==> config.mk <==
export PLATFORM = sky130hd
export DESIGN_NAME = ahb_node
export DESIGN_NICKNAME = d
export VERILOG_FILES = /design/src/rtl/ahb_sub_pkg.sv /design/src/rtl/ahb_node.sv
export SDC_FILE = /design/constraint.sdc
export NUM_CORES = 1
export LEC_CHECK = 0
export ABC_CLOCK_PERIOD_IN_PS = 1000
export BUFFER_PORTS_ARGS = -buffer_cell sky130_fd_sc_hd__buf_2
export CAP_MARGIN = 20
export CORE_AREA = 5 5 108 110
export CTS_CLUSTER_SIZE = 10
export DETAILED_ROUTE_END_ITERATION = 8
export DIE_AREA = 0 0 113 115
export GPL_TIMING_DRIVEN = 0
export PLACE_DENSITY = 0.53
export SLEW_MARGIN = 20
export SYNTH_ARGS = -nofsm -noshare
export SYNTH_HDL_FRONTEND = slang
export SYNTH_SLANG_ARGS = --single-unit
==> constraint.sdc <==
create_clock -name hclk -period 1 [get_ports hclk]
set_input_delay 0.1 -clock hclk [delete_from_list [all_inputs] [get_ports hclk]]
set_output_delay 0.1 -clock hclk [all_outputs]
set_load 0.1 [all_outputs]
==> src/rtl/ahb_sub_pkg.sv <==
// Shared definitions for the AHB-Lite memory subsystem
// Bus widths, transfer type and size encodings
// Slave address map and timer register offsets
package ahb_sub_pkg;

  // Bus widths, defaults for every module parameter
  localparam int AHB_ADDR_WIDTH = 32;
  localparam int AHB_DATA_WIDTH = 32;

  // AHB transfer type, HTRANS[1:0]
  typedef enum logic [1:0] {
    HTRANS_IDLE   = 2'b00,
    HTRANS_BUSY   = 2'b01,
    HTRANS_NONSEQ = 2'b10,
    HTRANS_SEQ    = 2'b11
  } htrans_e;

  // Transfer size, HSIZE[2:0]
  // Only byte, half and word sizes are used on this bus
  typedef enum logic [2:0] {
    HSIZE_BYTE = 3'b000,
    HSIZE_HALF = 3'b001,
    HSIZE_WORD = 3'b010
  } hsize_e;

  // SRAM window, 1 KB
  localparam logic [31:0] SRAM_BASE  = 32'h0000_0000;
  localparam logic [31:0] SRAM_LAST  = 32'h0000_03FF;

  // Timer window, four word registers
  localparam logic [31:0] TIMER_BASE = 32'h0001_0000;
  localparam logic [31:0] TIMER_LAST = 32'h0001_000F;

  // Timer register word offsets, taken from haddr[3:2]
  typedef enum logic [1:0] {
    TREG_CTRL    = 2'd0,
    TREG_COUNT   = 2'd1,
    TREG_COMPARE = 2'd2,
    TREG_STATUS  = 2'd3
  } timer_reg_e;

  // Anything outside both windows goes to the default slave
  // and gets an ERROR response

endpackage

==> src/rtl/ahb_node.sv <==
// AHB-Lite address decoding node
// Range decode qualified by hsel, default slot for misses
// Address-phase broadcast to all slaves
// Registered data-phase select and response mux
module ahb_node #(
  parameter int NB_SLAVES      = 3,
  parameter int AHB_ADDR_WIDTH = ahb_sub_pkg::AHB_ADDR_WIDTH,
  parameter int AHB_DATA_WIDTH = ahb_sub_pkg::AHB_DATA_WIDTH,
  parameter logic [NB_SLAVES-1:0][AHB_ADDR_WIDTH-1:0] START_ADDR = '0,
  parameter logic [NB_SLAVES-1:0][AHB_ADDR_WIDTH-1:0] END_ADDR   = '1
) (
  input  logic                                     hclk,
  input  logic                                     hreset_n,
  // Master side
  input  logic [AHB_ADDR_WIDTH-1:0]                haddr_i,
  input  logic [AHB_DATA_WIDTH-1:0]                hwdata_i,
  input  logic                                     hsel_i,
  input  logic                                     hwrite_i,
  input  ahb_sub_pkg::htrans_e                     htrans_i,
  input  ahb_sub_pkg::hsize_e                      hsize_i,
  output logic [AHB_DATA_WIDTH-1:0]                hrdata_o,
  output logic                                     hready_o,
  output logic                                     hresp_o,
  // Slave side
  output logic [AHB_ADDR_WIDTH-1:0]                haddr_s_o,
  output logic [AHB_DATA_WIDTH-1:0]                hwdata_s_o,
  output logic [NB_SLAVES-1:0]                     hsel_s_o,
  output logic                                     hwrite_s_o,
  output ahb_sub_pkg::htrans_e                     htrans_s_o,
  output ahb_sub_pkg::hsize_e                      hsize_s_o,
  output logic                                     hready_s_o,
  input  logic [NB_SLAVES-1:0]                     hreadyout_s_i,
  input  logic [NB_SLAVES-1:0]                     hresp_s_i,
  input  logic [NB_SLAVES-1:0][AHB_DATA_WIDTH-1:0] hrdata_s_i
);
  import ahb_sub_pkg::*;

  // Per-slot range hits
  logic [NB_SLAVES-1:0] in_range;
  // Slot that owns the current data phase
  logic [NB_SLAVES-1:0] pending_sel;
  logic                 hit_any;

  // Range compare, inclusive on both ends
  always_comb begin
    for (int s = 0; s < NB_SLAVES; s++) begin
      in_range[s] = (haddr_i >= START_ADDR[s]) && (haddr_i <= END_ADDR[s]);
    end
  end

  // Lowest slot wins on overlap
  // No hit at all falls back to the last slot, the default slave
  always_comb begin
    hsel_s_o = '0;
    hit_any  = 1'b0;
    for (int s = 0; s < NB_SLAVES; s++) begin
      if (!hit_any && in_range[s]) begin
        hsel_s_o[s] = hsel_i;
        hit_any     = 1'b1;
      end
    end
    if (!hit_any) begin
      hsel_s_o[NB_SLAVES-1] = hsel_i;
    end
  end

  // Address phase goes out once, shared by all slaves
  // Deselected master looks like IDLE to every slave
  assign haddr_s_o  = haddr_i;
  assign hwrite_s_o = hsel_i && hwrite_i;
  assign htrans_s_o = hsel_i ? htrans_i : HTRANS_IDLE;
  assign hsize_s_o  = hsize_i;
  // Data-phase write data, not qualified by the address-phase hsel
  assign hwdata_s_o = hwdata_i;
  assign hready_s_o = hready_o;

  // Select moves to the data phase only when the bus advances
  always_ff @(posedge hclk or negedge hreset_n) begin
    if (!hreset_n) begin
      pending_sel <= '0;
    end else if (hready_o) begin
      pending_sel <= hsel_s_o;
    end
  end

  // Response from the data-phase owner
  // Nothing pending answers ready and OKAY
  always_comb begin
    hrdata_o = '0;
    hready_o = 1'b1;
    hresp_o  = 1'b0;
    for (int s = 0; s < NB_SLAVES; s++) begin
      if (pending_sel[s]) begin
        hrdata_o = hrdata_s_i[s];
        hready_o = hreadyout_s_i[s];
        hresp_o  = hresp_s_i[s];
      end
    end
  end

endmodule

==> results.toml, run 1 <==
[placement]
post-dp-hpwl_um = 3320
gp_congestion = 0.737
portBuffers = 145
dp_cells = 400

[layout]
fin_nets = 444
top_register = "pending_sel"
fillers = 1154
multi_input_area_um2 = 332
final_core_util_pct = 23.3
syn2layout_area_growth_pct = 203
regArea_um2 = 26.3
layoutNonFillerInstCount = 407
layout-drive-gt1-share_pct = 97.4
insertedDiodeCount = 0
largest_reg_flops = 1
largest_registers = "pending_sel: 1 flops"

[timing]
setup_viol = 34
fmax_mhz = 916
rsz0062_at_grt = "true"
skew_ns = 0
final_max_slew_viol_count = 0
hold_ws_ns = 0.347
worst_slack_ns = -0.0911
layout_min_cycle_time_ns = 1.09
period_share_pct = 109
hold_violations = 0

[synthesis]
synthFlopType = "dfrtp_1"
synthesis.area_um2 = 815
yosys.area.top_type = "buf_4"
synthTopCellsByArea = "buf_4 (65%), and2_1 (28%), dfrtp_1 (3.1%)"
synth-edff-count = 0
synthTopCellsByCount = "buf_4 (71), and2_1 (36), clkbuf_2 (3), nand2b_1 (2)"
syn_inst = 114
yosys.cell_types.count = 6
yosys_warnings = 0
synth_top_area_share_pct = 65.4
synthArstFlopShare_pct = 100
ys_seq_elements = 1
synth_most_common_cell = "buf_4"
synth-seq-area-share_pct = 3.07
syn_avg_cell_area_um2 = 7.15

[setup_path]
r2r_cells = 3
end_kind = "output pin"
worst-path-buf-inv = 3
path_delay_family = "buffers and inverters"
startpoint_type = "flop"
crit_chain = "buf_12 > buf_8 > and2_4 > buf_12"
cp_common_cell = "buf_12"
path_max_fanout = 5
slowest_stage = "dfrtp_2"
cp.required_ns = 0.90
cp.arrival_ns = 0.99
crit_path_max_incr_delay_ns = 0.41
cp.depth = 4
crit_type = "flop to output pin"

[floorplan]
core_area_mm2 = 0.0106
dieArea_mm2 = 0.0130
dieWidth_um = 113
dieHeight_um = 115
start_util_pct = 7.68
io_pins = 283
rows = 38

[grt]
grt.overflow.total = 0
met3_usage_pct = 1.58
grt_use_met2_pct = 10.5
grt_usage_pct = 5.28
antenna_found_initial = 0
grt_pass1_wl_um = 5780
grt_max_degree = 6
grt.busiest_layer = "met2"
use_met1_pct = 5.54
grt_pass1_vias = 1184

[route]
routedWlPerCell_um = 10.5
drt_pass1_iterations = 4
viasPerCell = 2.88
dr_total_vias = 1172
wl_um = 4290
ant_nets = 0
drt_iter0_markers = 21
drcViolationCount = 0

[run]
drv_cap = 0

[outcome]
status = "finished with violations"
violations = "negative setup slack"

[min_path]
worstHoldPathCells = 2
hp-class = "primary input to flop"

[power_and_ir_drop]
p_per_area_mw_per_mm2 = 1250
ir_drop_v = 0.000498
p_leak_nw = 1.35

[clock_network]
clk_pin_slew_ns = 0
clk_latency_ns = 0
## per-stage QoR
step                cell area, um2  TNS (ns)  worst slack [ns]  total power [W]
floorplan                      932    -0.587           -0.0336          0.00234
global placement              1830    -13.34            -0.440          0.00264
detailed placement            1830    -13.96            -0.459          0.00265
CTS                           2440     -2.99           -0.0995          0.00307
global route                  2470     -3.32            -0.112          0.00316
finish                        2470     -2.65           -0.0911          0.00309
## cell usage in the layout (no fill, tap or decap)
cell and count:
buf_4 71, nand2b_1 1, buf_2 110, buf_8 4
buf_12 37, buf_6 1, clkbuf_8 2, and2_1 3
and2_4 30, dfrtp_2 1, nand2b_4 1, and2_2 3
conb_1 2, dlygate4sd3_1 1
## where the power goes
part           leakage, nW   total, W  internal (W)  switching (W)
Combinational         1.34    0.00304      0.000885        0.00216
Sequential         0.00999  0.0000485     0.0000445     0.00000396
Clock                    0          0             0              0
Total                 1.35    0.00309      0.000929        0.00216
## path summary, 6_finish.rpt
| check | startpoint | endpoint | slack [ns] |
|---|---|---|---|
| setup / recovery | pending_sel[0] | hrdata_o[13] | -0.09 |
| min in group asynchronous | hreset_n | pending_sel[0] | 0.40 |
| setup reg to reg | pending_sel[0] | pending_sel[0] | 0.13 |
| max in group asynchronous | hreset_n | pending_sel[0] | 0.50 |
| hold / removal | hsel_i | pending_sel[0] | 0.35 |
| hold reg to reg | pending_sel[0] | pending_sel[0] | 0.74 |
## area by class of cell
class	count	share of cell area [%]
Buffer	74	23.9
Tap cell	140	7.10
Sequential cell	1	1.07
Multi-Input combinational cell	40	13.4
Timing Repair Buffer	152	54.5
## metal layers
| layer | part of all wire (%) | vias to the layer above | wire [um] |
|---|---|---|---|
| met1 | 29 | 479 | 1240 |
| met5 | 0 | - | 0 |
| li1 | - | 572 | - |
| met2 | 54 | 117 | 2320 |
| met3 | 16 | 4 | 666 |
| met4 | 1.3 | 0 | 54 |
## logic make-up after synthesis
family / count (synthesis) / share of synthesized area, %
other: 1 / 0.460
AND/OR/NAND/NOR: 38 / 29.2
buffers and inverters: 74 / 67.3
flip-flops: 1 / 3.07
## what timing repair did
action                                 4_1_cts  5_1_grt
hold buffers                                 1        0
buffers inserted                             3        0
gates cloned                                 3        0
endpoints found under the hold margin        1        0
pin swaps                                   30        0
setup endpoints to repair                   35       35
resized for setup                          142       10
No activity file was read; power rests on OpenSTA's default activity.
==> inputs of run 2 (changes only) <==
--- a/config.mk
+++ b/config.mk
@@ -5,7 +5,7 @@
 export SDC_FILE = /design/constraint.sdc
 export NUM_CORES = 1
 export LEC_CHECK = 0
-export ABC_CLOCK_PERIOD_IN_PS = 1000
+export ABC_CLOCK_PERIOD_IN_PS = 1250
 export BUFFER_PORTS_ARGS = -buffer_cell sky130_fd_sc_hd__buf_2
 export CAP_MARGIN = 20
 export CORE_AREA = 5 5 108 110
==> constraint.sdc (replaced) <==
create_clock -name hclk -period 1.25 [get_ports hclk]
set_input_delay 0.125 -clock hclk [delete_from_list [all_inputs] [get_ports hclk]]
set_output_delay 0.125 -clock hclk [all_outputs]
set_load 0.1 [all_outputs]
==> run 2 against run 1 <==
The flow now finishes without violations. Die area is the same. Via count shrank 2.8%. Combinational power decreased by 30%. Worst setup slack improved by 0.18 ns. Total power shrank 30%. Core utilization decreased by 4.5 points.
==> results.toml, run 2 (synthesized netlist as in run 1, its figures left out) <==
[route]
drcViolationCount = 0
viasPerCell = 2.84
dr_total_vias = 1139
ant_nets = 0
drt_iter0_markers = 3
routedWlPerCell_um = 10.1
drt_pass1_iterations = 3
wl_um = 4050

[floorplan]
dieWidth_um = 113
io_pins = 283
rows = 38
start_util_pct = 7.68
dieHeight_um = 115
dieArea_mm2 = 0.0130
core_area_mm2 = 0.0106

[setup_path]
path_max_fanout = 10
crit_type = "flop to output pin"
cp.arrival_ns = 1.03
cp.required_ns = 1.12
end_kind = "output pin"
startpoint_type = "flop"

[min_path]
hp-class = "primary input to flop"

[layout]
top_register = "pending_sel"
syn2layout_area_growth_pct = 144
final_cell_area_mm2 = 0.00199
fin_nets = 438
largest_reg_flops = 1
largest_registers = "pending_sel: 1 flops"
layout-drive-gt1-share_pct = 97.3
final_common_cell = "buf_2"
insertedDiodeCount = 0
final_core_util_pct = 18.8
fillers = 1198
final_cell_mix = "buf_2 (111), buf_4 (75), and2_2 (33), buf_6 (27)"

[grt]
antenna_found_initial = 1
grt.overflow.total = 0
grt_max_degree = 11
grt_usage_pct = 4.83
grt_pass1_vias = 1134
grt_pass1_wl_um = 5260

[placement]
portBuffers = 145
placed_area_mm2 = 0.00176
gp_congestion = 0.758
post-dp-hpwl_um = 3480

[power_and_ir_drop]
p_per_area_mw_per_mm2 = 1090
ir_drop_v = 0.000306
p_leak_nw = 1.14

[outcome]
status = "finished, final reports clean"

[clock_network]
clk_pin_slew_ns = 0
post_cts_buffers = 0
clk_latency_ns = 0

[timing]
final_max_slew_viol_count = 0
rsz0062_at_grt = "false"
period_share_pct = 92.6
hold_violations = 0
fmax_mhz = 864
layout_min_cycle_time_ns = 1.16
setup_viol = 0
skew_ns = 0

[run]
drv_cap = 0
run 2: final timing paths:
kind / from / to / slack, ns / cells after the start
min reg2reg: pending_sel[0] / pending_sel[0] / 0.68 / 2
min in group asynchronous: hreset_n / pending_sel[0] / 0.49 / 2
max in group asynchronous: hreset_n / pending_sel[0] / 0.67 / 2
max: pending_sel[0] / hrdata_o[7] / 0.09 / 3
min: hsel_i / pending_sel[0] / 0.38 / 2
max reg2reg: pending_sel[0] / pending_sel[0] / 0.48 / 2
run 2: routing by layer:
metal | GRT usage, % | routed length, um | part of all wire, %
met1 | 4.60 | 1120 | 28
met3 | 1.68 | 676 | 17
met4 | 0.321 | 21 | 0.52
met2 | 10.2 | 2220 | 55
met5 | 0 | 13 | 0.32
run 2: through the flow:
step	setup TNS, ns	power (W)	instances	hold WS, ns	worst slack, ns
after global routing	0	0.00223	401	0.413	0.00715
after CTS	0	0.00217	401	0.393	0.00309
after global placement	-8.64	0.00205	400	-0.0976	-0.295
after floorplan	-0.0988	0.00181	115	-0.171	-0.0988
final	0	0.00217	401	0.384	0.0921
after detailed placement	-10.19	0.00206	400	-0.0968	-0.340
run 2: repair_timing:
item | CTS | global route
setup endpoints to repair | 35 | 33
hold endpoints to repair | 1 | 0
cloned | 0 | 0
hold buffers | 1 | 0
pin swaps | 0 | 0
gates resized for setup | 63 | 13
run 2: cell type report:
type                       instances  area [um2]  share of cell area, %
tap                              140         175                   8.80
timing repair buffer             146         945                   47.5
multi-input combinational         40         289                   14.5
buffer                            74         556                   27.9
sequential                         1        26.3                   1.32
run 2: where the power goes:
part	internal (W)	switching (W)	leakage, nW	total, W
registers	0.0000356	0.00000776	0.00999	0.0000433
logic	0.000468	0.00166	1.13	0.00213
clock network	0	0	0	0
total	0.000504	0.00167	1.14	0.00217
run 2: worst max-delay path, stage by stage, from the launching register on:
cell and delay (ns):
dfrtp_2 0.47, buf_4 0.19, and2_2 0.15, buf_6 0.22
