[config.mk]
export PLATFORM = sky130hd
export DESIGN_NAME = ahb_timer_slave
export DESIGN_NICKNAME = d
export VERILOG_FILES = /design/src/rtl/ahb_sub_pkg.sv /design/src/rtl/ahb_timer_slave.sv
export SDC_FILE = /design/constraint.sdc
export NUM_CORES = 1
export LEC_CHECK = 0
export BUFFER_PORTS_ARGS = -buffer_cell sky130_fd_sc_hd__buf_2
export CAP_MARGIN = 20
export CORE_AREA = 5 5 98 100
export CTS_CLUSTER_DIAMETER = 120
export DETAILED_ROUTE_END_ITERATION = 16
export DIE_AREA = 0 0 103 105
export PLACE_DENSITY = 0.82
export SLEW_MARGIN = 20
export SYNTH_ARGS = -nofsm -noshare
export SYNTH_HDL_FRONTEND = slang
export SYNTH_SLANG_ARGS = --single-unit
[constraint.sdc]
create_clock -name hclk -period 2.5 [get_ports hclk]
set_input_delay 0.5 -clock hclk [delete_from_list [all_inputs] [get_ports hclk]]
set_output_delay 0.5 -clock hclk [all_outputs]
set_load 0.01 [all_outputs]
[src/rtl/ahb_sub_pkg.sv]
// Shared definitions for the AHB-Lite memory subsystem
// Bus widths, transfer type and size encodings
// Slave address map and timer register offsets
package ahb_sub_pkg;

  // Bus widths, defaults for every module parameter
  localparam int AHB_ADDR_WIDTH = 32;
  localparam int AHB_DATA_WIDTH = 32;

  // AHB transfer type, HTRANS[1:0]
  typedef enum logic [1:0] {
    HTRANS_IDLE   = 2'b00,
    HTRANS_BUSY   = 2'b01,
    HTRANS_NONSEQ = 2'b10,
    HTRANS_SEQ    = 2'b11
  } htrans_e;

  // Transfer size, HSIZE[2:0]
  // Only byte, half and word sizes are used on this bus
  typedef enum logic [2:0] {
    HSIZE_BYTE = 3'b000,
    HSIZE_HALF = 3'b001,
    HSIZE_WORD = 3'b010
  } hsize_e;

  // SRAM window, 1 KB
  localparam logic [31:0] SRAM_BASE  = 32'h0000_0000;
  localparam logic [31:0] SRAM_LAST  = 32'h0000_03FF;

  // Timer window, four word registers
  localparam logic [31:0] TIMER_BASE = 32'h0001_0000;
  localparam logic [31:0] TIMER_LAST = 32'h0001_000F;

  // Timer register word offsets, taken from haddr[3:2]
  typedef enum logic [1:0] {
    TREG_CTRL    = 2'd0,
    TREG_COUNT   = 2'd1,
    TREG_COMPARE = 2'd2,
    TREG_STATUS  = 2'd3
  } timer_reg_e;

  // Anything outside both windows goes to the default slave
  // and gets an ERROR response

endpackage

[src/rtl/ahb_timer_slave.sv]
// AHB-Lite timer slave
// Prescaled counter with compare register
// Sticky match status, write 1 to clear, and interrupt
module ahb_timer_slave #(
  parameter int AHB_DATA_WIDTH = ahb_sub_pkg::AHB_DATA_WIDTH,
  parameter int PRESCALE       = 4
) (
  input  logic                                   hclk,
  input  logic                                   hreset_n,
  input  logic                                   hsel_i,
  input  logic [ahb_sub_pkg::AHB_ADDR_WIDTH-1:0] haddr_i,
  input  logic [AHB_DATA_WIDTH-1:0]              hwdata_i,
  input  logic                                   hwrite_i,
  input  ahb_sub_pkg::htrans_e                   htrans_i,
  input  logic                                   hready_i,
  output logic                                   hreadyout_o,
  output logic                                   hresp_o,
  output logic [AHB_DATA_WIDTH-1:0]              hrdata_o,
  output logic                                   irq_o
);
  import ahb_sub_pkg::*;

  localparam int PRE_W = (PRESCALE > 1) ? $clog2(PRESCALE) : 1;

  logic accept;
  // Data-phase view of the accepted transfer
  logic dp_valid_q;
  logic dp_write_q;
  timer_reg_e dp_reg_q;
  logic bus_wr;
  // CTRL bit 0 enable, bit 1 interrupt enable
  logic [1:0] ctrl_q;
  logic [AHB_DATA_WIDTH-1:0] count_q;
  logic [AHB_DATA_WIDTH-1:0] compare_q;
  logic match_q;
  logic match_clr;
  logic [PRE_W-1:0] pre_cnt_q;
  logic tick;
  logic hit;

  assign accept = hsel_i && hready_i &&
                  (htrans_i == HTRANS_NONSEQ || htrans_i == HTRANS_SEQ);

  always_ff @(posedge hclk or negedge hreset_n) begin
    if (!hreset_n) begin
      dp_valid_q <= 1'b0;
      dp_write_q <= 1'b0;
      dp_reg_q   <= TREG_CTRL;
    end else if (hready_i) begin
      dp_valid_q <= accept;
      dp_write_q <= hwrite_i;
      dp_reg_q   <= timer_reg_e'(haddr_i[3:2]);
    end
  end

  // Zero wait, so the data phase ends on the next edge
  assign bus_wr = dp_valid_q && dp_write_q && hready_i;

  // Prescaler, held at zero while disabled
  assign tick = ctrl_q[0] && (pre_cnt_q == PRE_W'(PRESCALE - 1));
  always_ff @(posedge hclk or negedge hreset_n) begin
    if (!hreset_n) begin
      pre_cnt_q <= '0;
    end else if (!ctrl_q[0] || tick) begin
      pre_cnt_q <= '0;
    end else begin
      pre_cnt_q <= pre_cnt_q + 1'b1;
    end
  end

  // Match seen at a step, counter wraps on that step
  assign hit       = tick && (count_q == compare_q);
  assign match_clr = bus_wr && (dp_reg_q == TREG_STATUS) && hwdata_i[0];

  always_ff @(posedge hclk or negedge hreset_n) begin
    if (!hreset_n) begin
      ctrl_q    <= '0;
      count_q   <= '0;
      compare_q <= '0;
      match_q   <= 1'b0;
    end else begin
      if (tick) begin
        count_q <= hit ? '0 : count_q + 1'b1;
      end
      // New match wins over a clear in the same cycle
      match_q <= hit || (match_q && !match_clr);
      // Bus write overrides the counter step
      if (bus_wr) begin
        case (dp_reg_q)
          TREG_CTRL:    ctrl_q    <= hwdata_i[1:0];
          TREG_COUNT:   count_q   <= hwdata_i;
          TREG_COMPARE: compare_q <= hwdata_i;
          default:      ;
        endcase
      end
    end
  end

  // Read data during the data phase
  always_comb begin
    hrdata_o = '0;
    if (dp_valid_q && !dp_write_q) begin
      case (dp_reg_q)
        TREG_CTRL:    hrdata_o = AHB_DATA_WIDTH'(ctrl_q);
        TREG_COUNT:   hrdata_o = count_q;
        TREG_COMPARE: hrdata_o = compare_q;
        TREG_STATUS:  hrdata_o = AHB_DATA_WIDTH'(match_q);
        default:      hrdata_o = '0;
      endcase
    end
  end

  assign hreadyout_o = 1'b1;
  assign hresp_o     = 1'b0;
  assign irq_o       = match_q && ctrl_q[1];

endmodule

==> results of run 1 <==
[cell families (layout without fill, tap and decap cells)]
| family | after synthesis | count (layout) | share of synthesized area [%] |
|---|---|---|---|
| AND/OR/NAND/NOR | 167 | 167 | 19.7 |
| flip-flops | 73 | 73 | 40.8 |
| AO/OA/AOI/OAI | 68 | 68 | 11.7 |
| XOR/XNOR | 62 | 62 | 12.1 |
| buffers and inverters | 42 | 102 | 4.89 |
| multiplexers | 39 | 39 | 10.0 |
| adder cells (fa/ha/maj) | 2 | 2 | 0.559 |
| other | 2 | 2 | 0.168 |
[flip-flops by register name, indices dropped and copies added, names as in the netlist]
register    flops
compare_q      32
count_q        32
ctrl_q          2
dp_reg_q        2
pre_cnt_q       2
dp_valid_q      1
dp_write_q      1
match_q         1
[worst max-delay path, cell delays in order, from the launching register on]
cell and delay (ns):
dfrtp_1 0.48, nor2b_2 0.18, buf_4 0.36, a22oi_1 0.18, nor2_1 0.12, buf_2 0.14
[layout make-up]
cell class                 instances  area, µm²
fill                             729       3540
timing repair buffer              85        470
inverter                           3       11.3
multi-input combinational        340       2440
sequential                        73       1830
clock buffer                      14        163
tap                              108        135
[metrics by stage]
step | util, % | setup WS, ns
after global placement | 56.9 | 0.363
after CTS | 58.8 | 0.175
after global routing | 58.8 | 0.00941
final | 58.8 | 0.194
after detailed placement | 56.9 | 0.349
after floorplan | - | 0.566
[cell usage after synthesis (4+ instances only)]
master	count	area [µm²]
nor3_1	7	35.0
mux2_2	37	417
nand3_1	11	55.1
nor2b_1	6	37.5
xnor2_1	17	149
clkbuf_1	19	71.3
xor2_1	45	394
a22oi_1	30	225
clkbuf_2	5	25.0
nand4_1	13	81.3
o31ai_2	5	62.6
nand2_1	46	173
a21oi_1	4	20.0
o31ai_1	25	188
nor2_1	43	161
buf_2	5	25.0
dfrtp_1	73	1830
nor4_1	15	93.8
[worst min-delay path by stage]
stage | to | slack [ns] | depth (start not counted)
after floorplan | compare_q[0] | 0.20 | 0
after global placement | pre_cnt_q[0] | 0.42 | 1
after detailed placement | pre_cnt_q[0] | 0.44 | 1
after CTS | count_q[23] | 0.14 | 1
after global routing | count_q[24] | 0.15 | 1
final | compare_q[23] | 0.13 | 1
[per-layer routing]
layer | track usage, % | up-vias | part of all wire (%)
met5 | 0 | - | 0
met4 | 5.46 | 0 | 1.9
met3 | 5.00 | 19 | 6.9
met2 | 34.8 | 150 | 48
met1 | 30.1 | 1809 | 43
li1 | - | 1726 | -
[power groups by stage]
stage	Sequential [mW]	Combinational (mW)	Clock (mW)
after detailed placement	2.16	1.43	0
after global routing	2.22	1.59	0.899
final	2.15	1.46	0.810
after floorplan	1.91	1.26	0
after CTS	2.14	1.45	0.829
after global placement	2.12	1.39	0
==> impl_metrics.csv, run 1 <==
group,metric,value,unit
finish,drive_above_1_share,30.3,%
worst_setup_path,r2r_start,"count_q[0]",
worst_setup_path,crit_end,"hrdata_o[31]",
floorplanning,die_area,10800,µm²
sta,setup_viol,0,
cts,cts_tree,"done",
finish,layout_commonest_cell,"dfrtp_1",
finish,antenna_cells,0,
worst_setup_path,worstPathRequired,2.00,ns
sta,skew,0.00735,ns
worst_setup_path,rrSetupSlack,0.28,ns
cts,ctsHoldBuffers,0,
cts,clock_latency,0.34,ns
pwr,p_leak,2.12,nW
floorplanning,fp.dieH,105,µm
pwr,total_power,4.42,mW
place,dp.cells,609,
floorplanning,core,8590,µm²
sta,hold_viol_final,0,
yosys,synthFlopType,"dfrtp_1",
worst_setup_path,cp.arrival,1.81,ns
sta,max_freq,434,MHz
route,wl,11300,µm
floorplanning,die_w,103,µm
cts,cts_buffer_depth,2,
sta,max_slew_margin,56.1,%
grt,overflow,0,
sta,hold_slack,0.134,ns
grt,grt_util_all_layers,21.9,%
cts,clk_pin_slew,0.07,ns
yosys,synth_edf_count,0,
flow_run,max-cap-violations,0,
pwr,switchingPower,1.76,mW
yosys,ys_seq_elements,73,
cts,postCtsSetupBuffers,0,
yosys,ys_types,47,
sta,worst_pin_slew,0.652,ns
floorplanning,initial_utilization,52.1,%
cts,htree_levels,3,
finish,final_cell_area,5050,µm²
sta,rsz0062_at_grt,"no",
yosys,synth_cells,455,
pwr,clockPowerShare,18.3,%
place,port-buffer-count,72,
sta,min_period_over_period,92.2,%
pwr,switching_share,39.7,%
grt,antenna_found_initial,0,
worst_setup_path,crit_fanout,33,
worst_setup_path,crit_start,"dp_reg_q[0]",
route,wl_per_cell,18.1,µm
finish,nets,585,
yosys,syn_area_per_cell,9.84,µm²
floorplanning,fp-row-count,34,
route,firstDrtPassIters,5,
grt,grt_pass1_wl,18700,µm
route,vias,3704,
pwr,p_seq_share,48.7,%
yosys,yosysWarnings,0,
sta,finalSetupTns,0,ns
floorplanning,top_level_ports,106,
worst_setup_path,worstSetupPathType,"reg2out",
route,remaining_drc_errors,0,
yosys,synth_area,4480,µm²
worst_setup_path,worstReg2RegEnd,"count_q[30]",
yosys,synth_fp_nets,528,
grt,grt_pass1_vias,3754,
pwr,power.internal,2.66,mW
route,drtIter0Drc,294,
pwr,peakVddDrop,0.488,mV
route,via_per_inst,5.95,
worst_setup_path,rr_worst_depth,7,
route,detail-route-antenna-nets,0,
finish,final_cells,623,
finish,layout_common_cells,"dfrtp_1 (73), buf_2 (72), nand2_1 (46), xor2_1 (45), nor2_1 (43)",
cts,cts_buffers,9,
pwr,p_comb_share,33.0,%
place,place_area,4890,µm²
cts,clkSinkCount,73,
yosys,seq_area_frac_synth,40.8,%
worst_setup_path,worst_setup_path_end_kind,"output pin",
cts,cts-root-buf,"clkbuf_8",
status,outcome,"completed",
worst_setup_path,cp-start-kind,"flip-flop",
worst_hold_path,min_path_type,"in2async",
sta,min_period,2.31,ns
cts,post_cts_resized,0,
pwr,pwr_density_cell,875,nW/µm²
place,hpwlAfterDp,8190,µm
sta,slew_viol_final,0,
place,gp_congestion,0.877,
grt,grt_start_max_net_pins,53,
yosys,async_flop_share,100,%
finish,synthToLayoutAreaGrowth,12.8,%
(Power assumes the default switching activity.)
==> run 2: changes to the inputs <==
--- a/config.mk
+++ b/config.mk
@@ -5,13 +5,14 @@
 export SDC_FILE = /design/constraint.sdc
 export NUM_CORES = 1
 export LEC_CHECK = 0
+export ABC_AREA = 1
 export BUFFER_PORTS_ARGS = -buffer_cell sky130_fd_sc_hd__buf_2
 export CAP_MARGIN = 20
-export CORE_AREA = 5 5 98 100
+export CORE_AREA = 5 5 101 103
 export CTS_CLUSTER_DIAMETER = 120
 export DETAILED_ROUTE_END_ITERATION = 16
-export DIE_AREA = 0 0 103 105
-export PLACE_DENSITY = 0.82
+export DIE_AREA = 0 0 106 108
+export PLACE_DENSITY = 0.83
 export SLEW_MARGIN = 20
 export SYNTH_ARGS = -nofsm -noshare
 export SYNTH_HDL_FRONTEND = slang
==> run 2 against run 1 <==
Clock-buffer cell count decreased by 3. First-iteration DRC count increased by 19%. Die area increased by 5.9%.
==> impl_metrics.csv, run 2 <==
group,metric,value,unit
status,outcome,"completed",
floorplanning,top_level_ports,106,
route,drtIter0Drc,350,
place,port-buffer-count,72,
floorplanning,die_w,106,µm
finish,reg_top3,"compare_q (32), count_q (32)",
sta,worst_pin_slew,0.601,ns
pwr,p_comb_share,31.5,%
pwr,switchingPower,1.64,mW
pwr,p_seq_share,48.4,%
floorplanning,fp-row-count,35,
pwr,switching_share,40.2,%
pwr,p_leak,2.69,nW
grt,grt_start_max_net_pins,35,
finish,layout_common_cells,"nand2_1 (210), inv_1 (79), dfrtp_1 (73), buf_2 (72), nand3_1 (61)",
finish,antenna_cells,0,
yosys,ys_types,36,
yosys,synth_fp_nets,771,
sta,finalSetupTns,0,ns
floorplanning,fp.dieH,108,µm
yosys,synth_area_leaders,"dfrtp_1 (37%), nand2_1 (16%), nand3_1 (6.2%), inv_1 (6.1%), a21oi_1 (4.1%)",
finish,layout_commonest_cell,"nand2_1",
finish,synthToLayoutAreaGrowth,11.2,%
route,via_per_inst,5.48,
yosys,yosys.area.top_type,"dfrtp_1",
sta,setup_viol,0,
finish,final_cells,871,
cts,cts_buffers,9,
grt,grt_pass1_wl,22400,µm
grt,overflow,0,
pwr,pwr_density_cell,743,nW/µm²
pwr,peakVddDrop,0.370,mV
worst_hold_path,min_path_type,"in2async",
worst_setup_path,cp.arrival,1.84,ns
floorplanning,die_area,11400,µm²
yosys,syn_area_per_cell,7.07,µm²
floorplanning,core,9110,µm²
finish,drive_above_1_share,20.5,%
sta,min_period,2.34,ns
pwr,power.internal,2.44,mW
floorplanning,initial_utilization,54.2,%
route,detail-route-antenna-nets,0,
sta,slew_viol_final,0,
place,place_area,5320,µm²
worst_setup_path,worst_setup_path_end_kind,"output pin",
cts,cts_tree,"done",
yosys,yosysWarnings,0,
cts,cts_buffer_depth,2,
yosys,synth_area,4930,µm²
sta,hold_viol_final,0,
sta,rsz0062_at_grt,"no",
cts,clk_pin_slew,0.08,ns
grt,antenna_found_initial,0,
finish,nets,829,
route,remaining_drc_errors,0,
route,wl_per_cell,15.0,µm
sta,skew,0.0107,ns
yosys,synth_cells,698,
yosys,yosysMostFrequentCell,"nand2_1",
flow_run,max-cap-violations,0,
grt,grt_pass1_vias,4800,
yosys,synth_top_area_share,37.0,%
sta,finalWorstSetupSlack,0.163,ns
yosys,synthFlopType,"dfrtp_1",
route,firstDrtPassIters,5,
place,place_ws,0.509,ns
route,vias,4773,
finish,final_cell_area,5490,µm²
sta,max_slew_margin,59.9,%
cts,cts-root-buf,"clkbuf_8",
cts,htree_levels,3,
route,wl,13100,µm
yosys,async_flop_share,100,%
worst_setup_path,crit_fanout,34,
worst_setup_path,cp-start-kind,"flip-flop",
place,dp.cells,856,
cts,clock_latency,0.36,ns
yosys,ys_seq_elements,73,
yosys,yosys-top-cells-count,"nand2_1 (210), inv_1 (80), dfrtp_1 (73)",
sta,min_period_over_period,93.5,%
worst_setup_path,worstPathRequired,2.00,ns
pwr,total_power,4.08,mW
grt,grt_util_all_layers,23.9,%
place,hpwlAfterDp,9720,µm
cts,clkSinkCount,73,
sta,max_freq,428,MHz
worst_setup_path,worstSetupPathType,"reg2out",
place,gp_congestion,0.932,
yosys,seq_area_frac_synth,37.0,%
yosys,synth_edf_count,0,
pwr,clockPowerShare,20.1,%
run 2: cell types whose count changed in the layout (fill, tap and decap cells not counted), moves of 30 or more:
| cell | previous run | this run |
|---|---|---|
| a22oi_1 | 30 | 0 |
| a21oi_1 | 4 | 40 |
| inv_1 | 3 | 79 |
| nand2_1 | 46 | 210 |
| nand3_1 | 11 | 61 |
| o21ai_0 | 2 | 35 |
run 2: timing repair:
action / 4_1_cts / 5_1_grt
setup endpoints to repair: 0 / 1
gates resized for setup: 0 / 2
hold buffers: 0 / 0
hold endpoints to repair: 0 / 0
setup buffers: 0 / 0
run 2: area by class of cell:
class | count | area [µm²]
Fill cell | 857 | 3620
Multi-Input combinational cell | 505 | 2600
Sequential cell | 73 | 1830
Timing Repair Buffer | 82 | 439
Inverter | 85 | 320
Clock inverter | 4 | 20.0
Tap cell | 111 | 139
Clock buffer | 11 | 141
run 2: layer usage:
metal | routed length [µm] | track usage, % | vias to the layer above
li1 | - | - | 2326
met1 | 5660 | 30.6 | 2265
met2 | 6340 | 40.9 | 163
met3 | 857 | 4.48 | 19
met4 | 219 | 8.14 | 0
met5 | 0 | 0 | -
run 2: cells by family (layout without fill, tap and decap cells):
family          Yosys count  in the layout  share of synthesized area, %
buf+inv                 120            182                          10.5
mux                      15             15                          3.42
other cells               2              2                         0.152
simple gates            355            355                          31.4
fa+ha+maj                 2              2                         0.507
xor+xnor                 26             26                          4.61
flops                    73             73                          37.0
compound gates          105            105                          12.4
run 2: path summary, 6_finish.rpt:
check	start	to	slack, ns	cells past startpoint
setup / recovery	dp_reg_q[1]	hrdata_o[0]	0.16	6
hold / removal	hreset_n	compare_q[7]	0.14	1
setup reg to reg	count_q[1]	count_q[28]	0.52	10
hold reg to reg	pre_cnt_q[0]	pre_cnt_q[0]	0.44	1
max in group asynchronous	hreset_n	compare_q[25]	1.59	2
min in group hclk	hwdata_i[25]	count_q[25]	0.35	3
run 2: power by group through the flow:
stage	registers, mW	logic, mW	clock network (mW)
2_1_floorplan	1.81	1.07	0
3_3_place_gp	1.96	1.22	0
3_5_place_dp	1.99	1.27	0
4_1_cts	1.96	1.28	0.824
5_1_grt	2.02	1.48	0.884
6_report	1.97	1.28	0.820
run 2: per-stage QoR:
step / util, % / hold slack [ns]
finish: 60.2 / 0.140
global route: 60.2 / 0.185
CTS: 60.2 / 0.157
detailed placement: 58.4 / 0.432
global placement: 58.4 / 0.417
floorplan: - / 0.204
run 2: critical path, stage by stage (launching register included):
cell and delay, ns:
dfrtp_1 0.37, buf_4 0.38, nand2_1 0.20, o21ai_0 0.18, a21oi_1 0.06, a21oi_1 0.15, buf_2 0.15
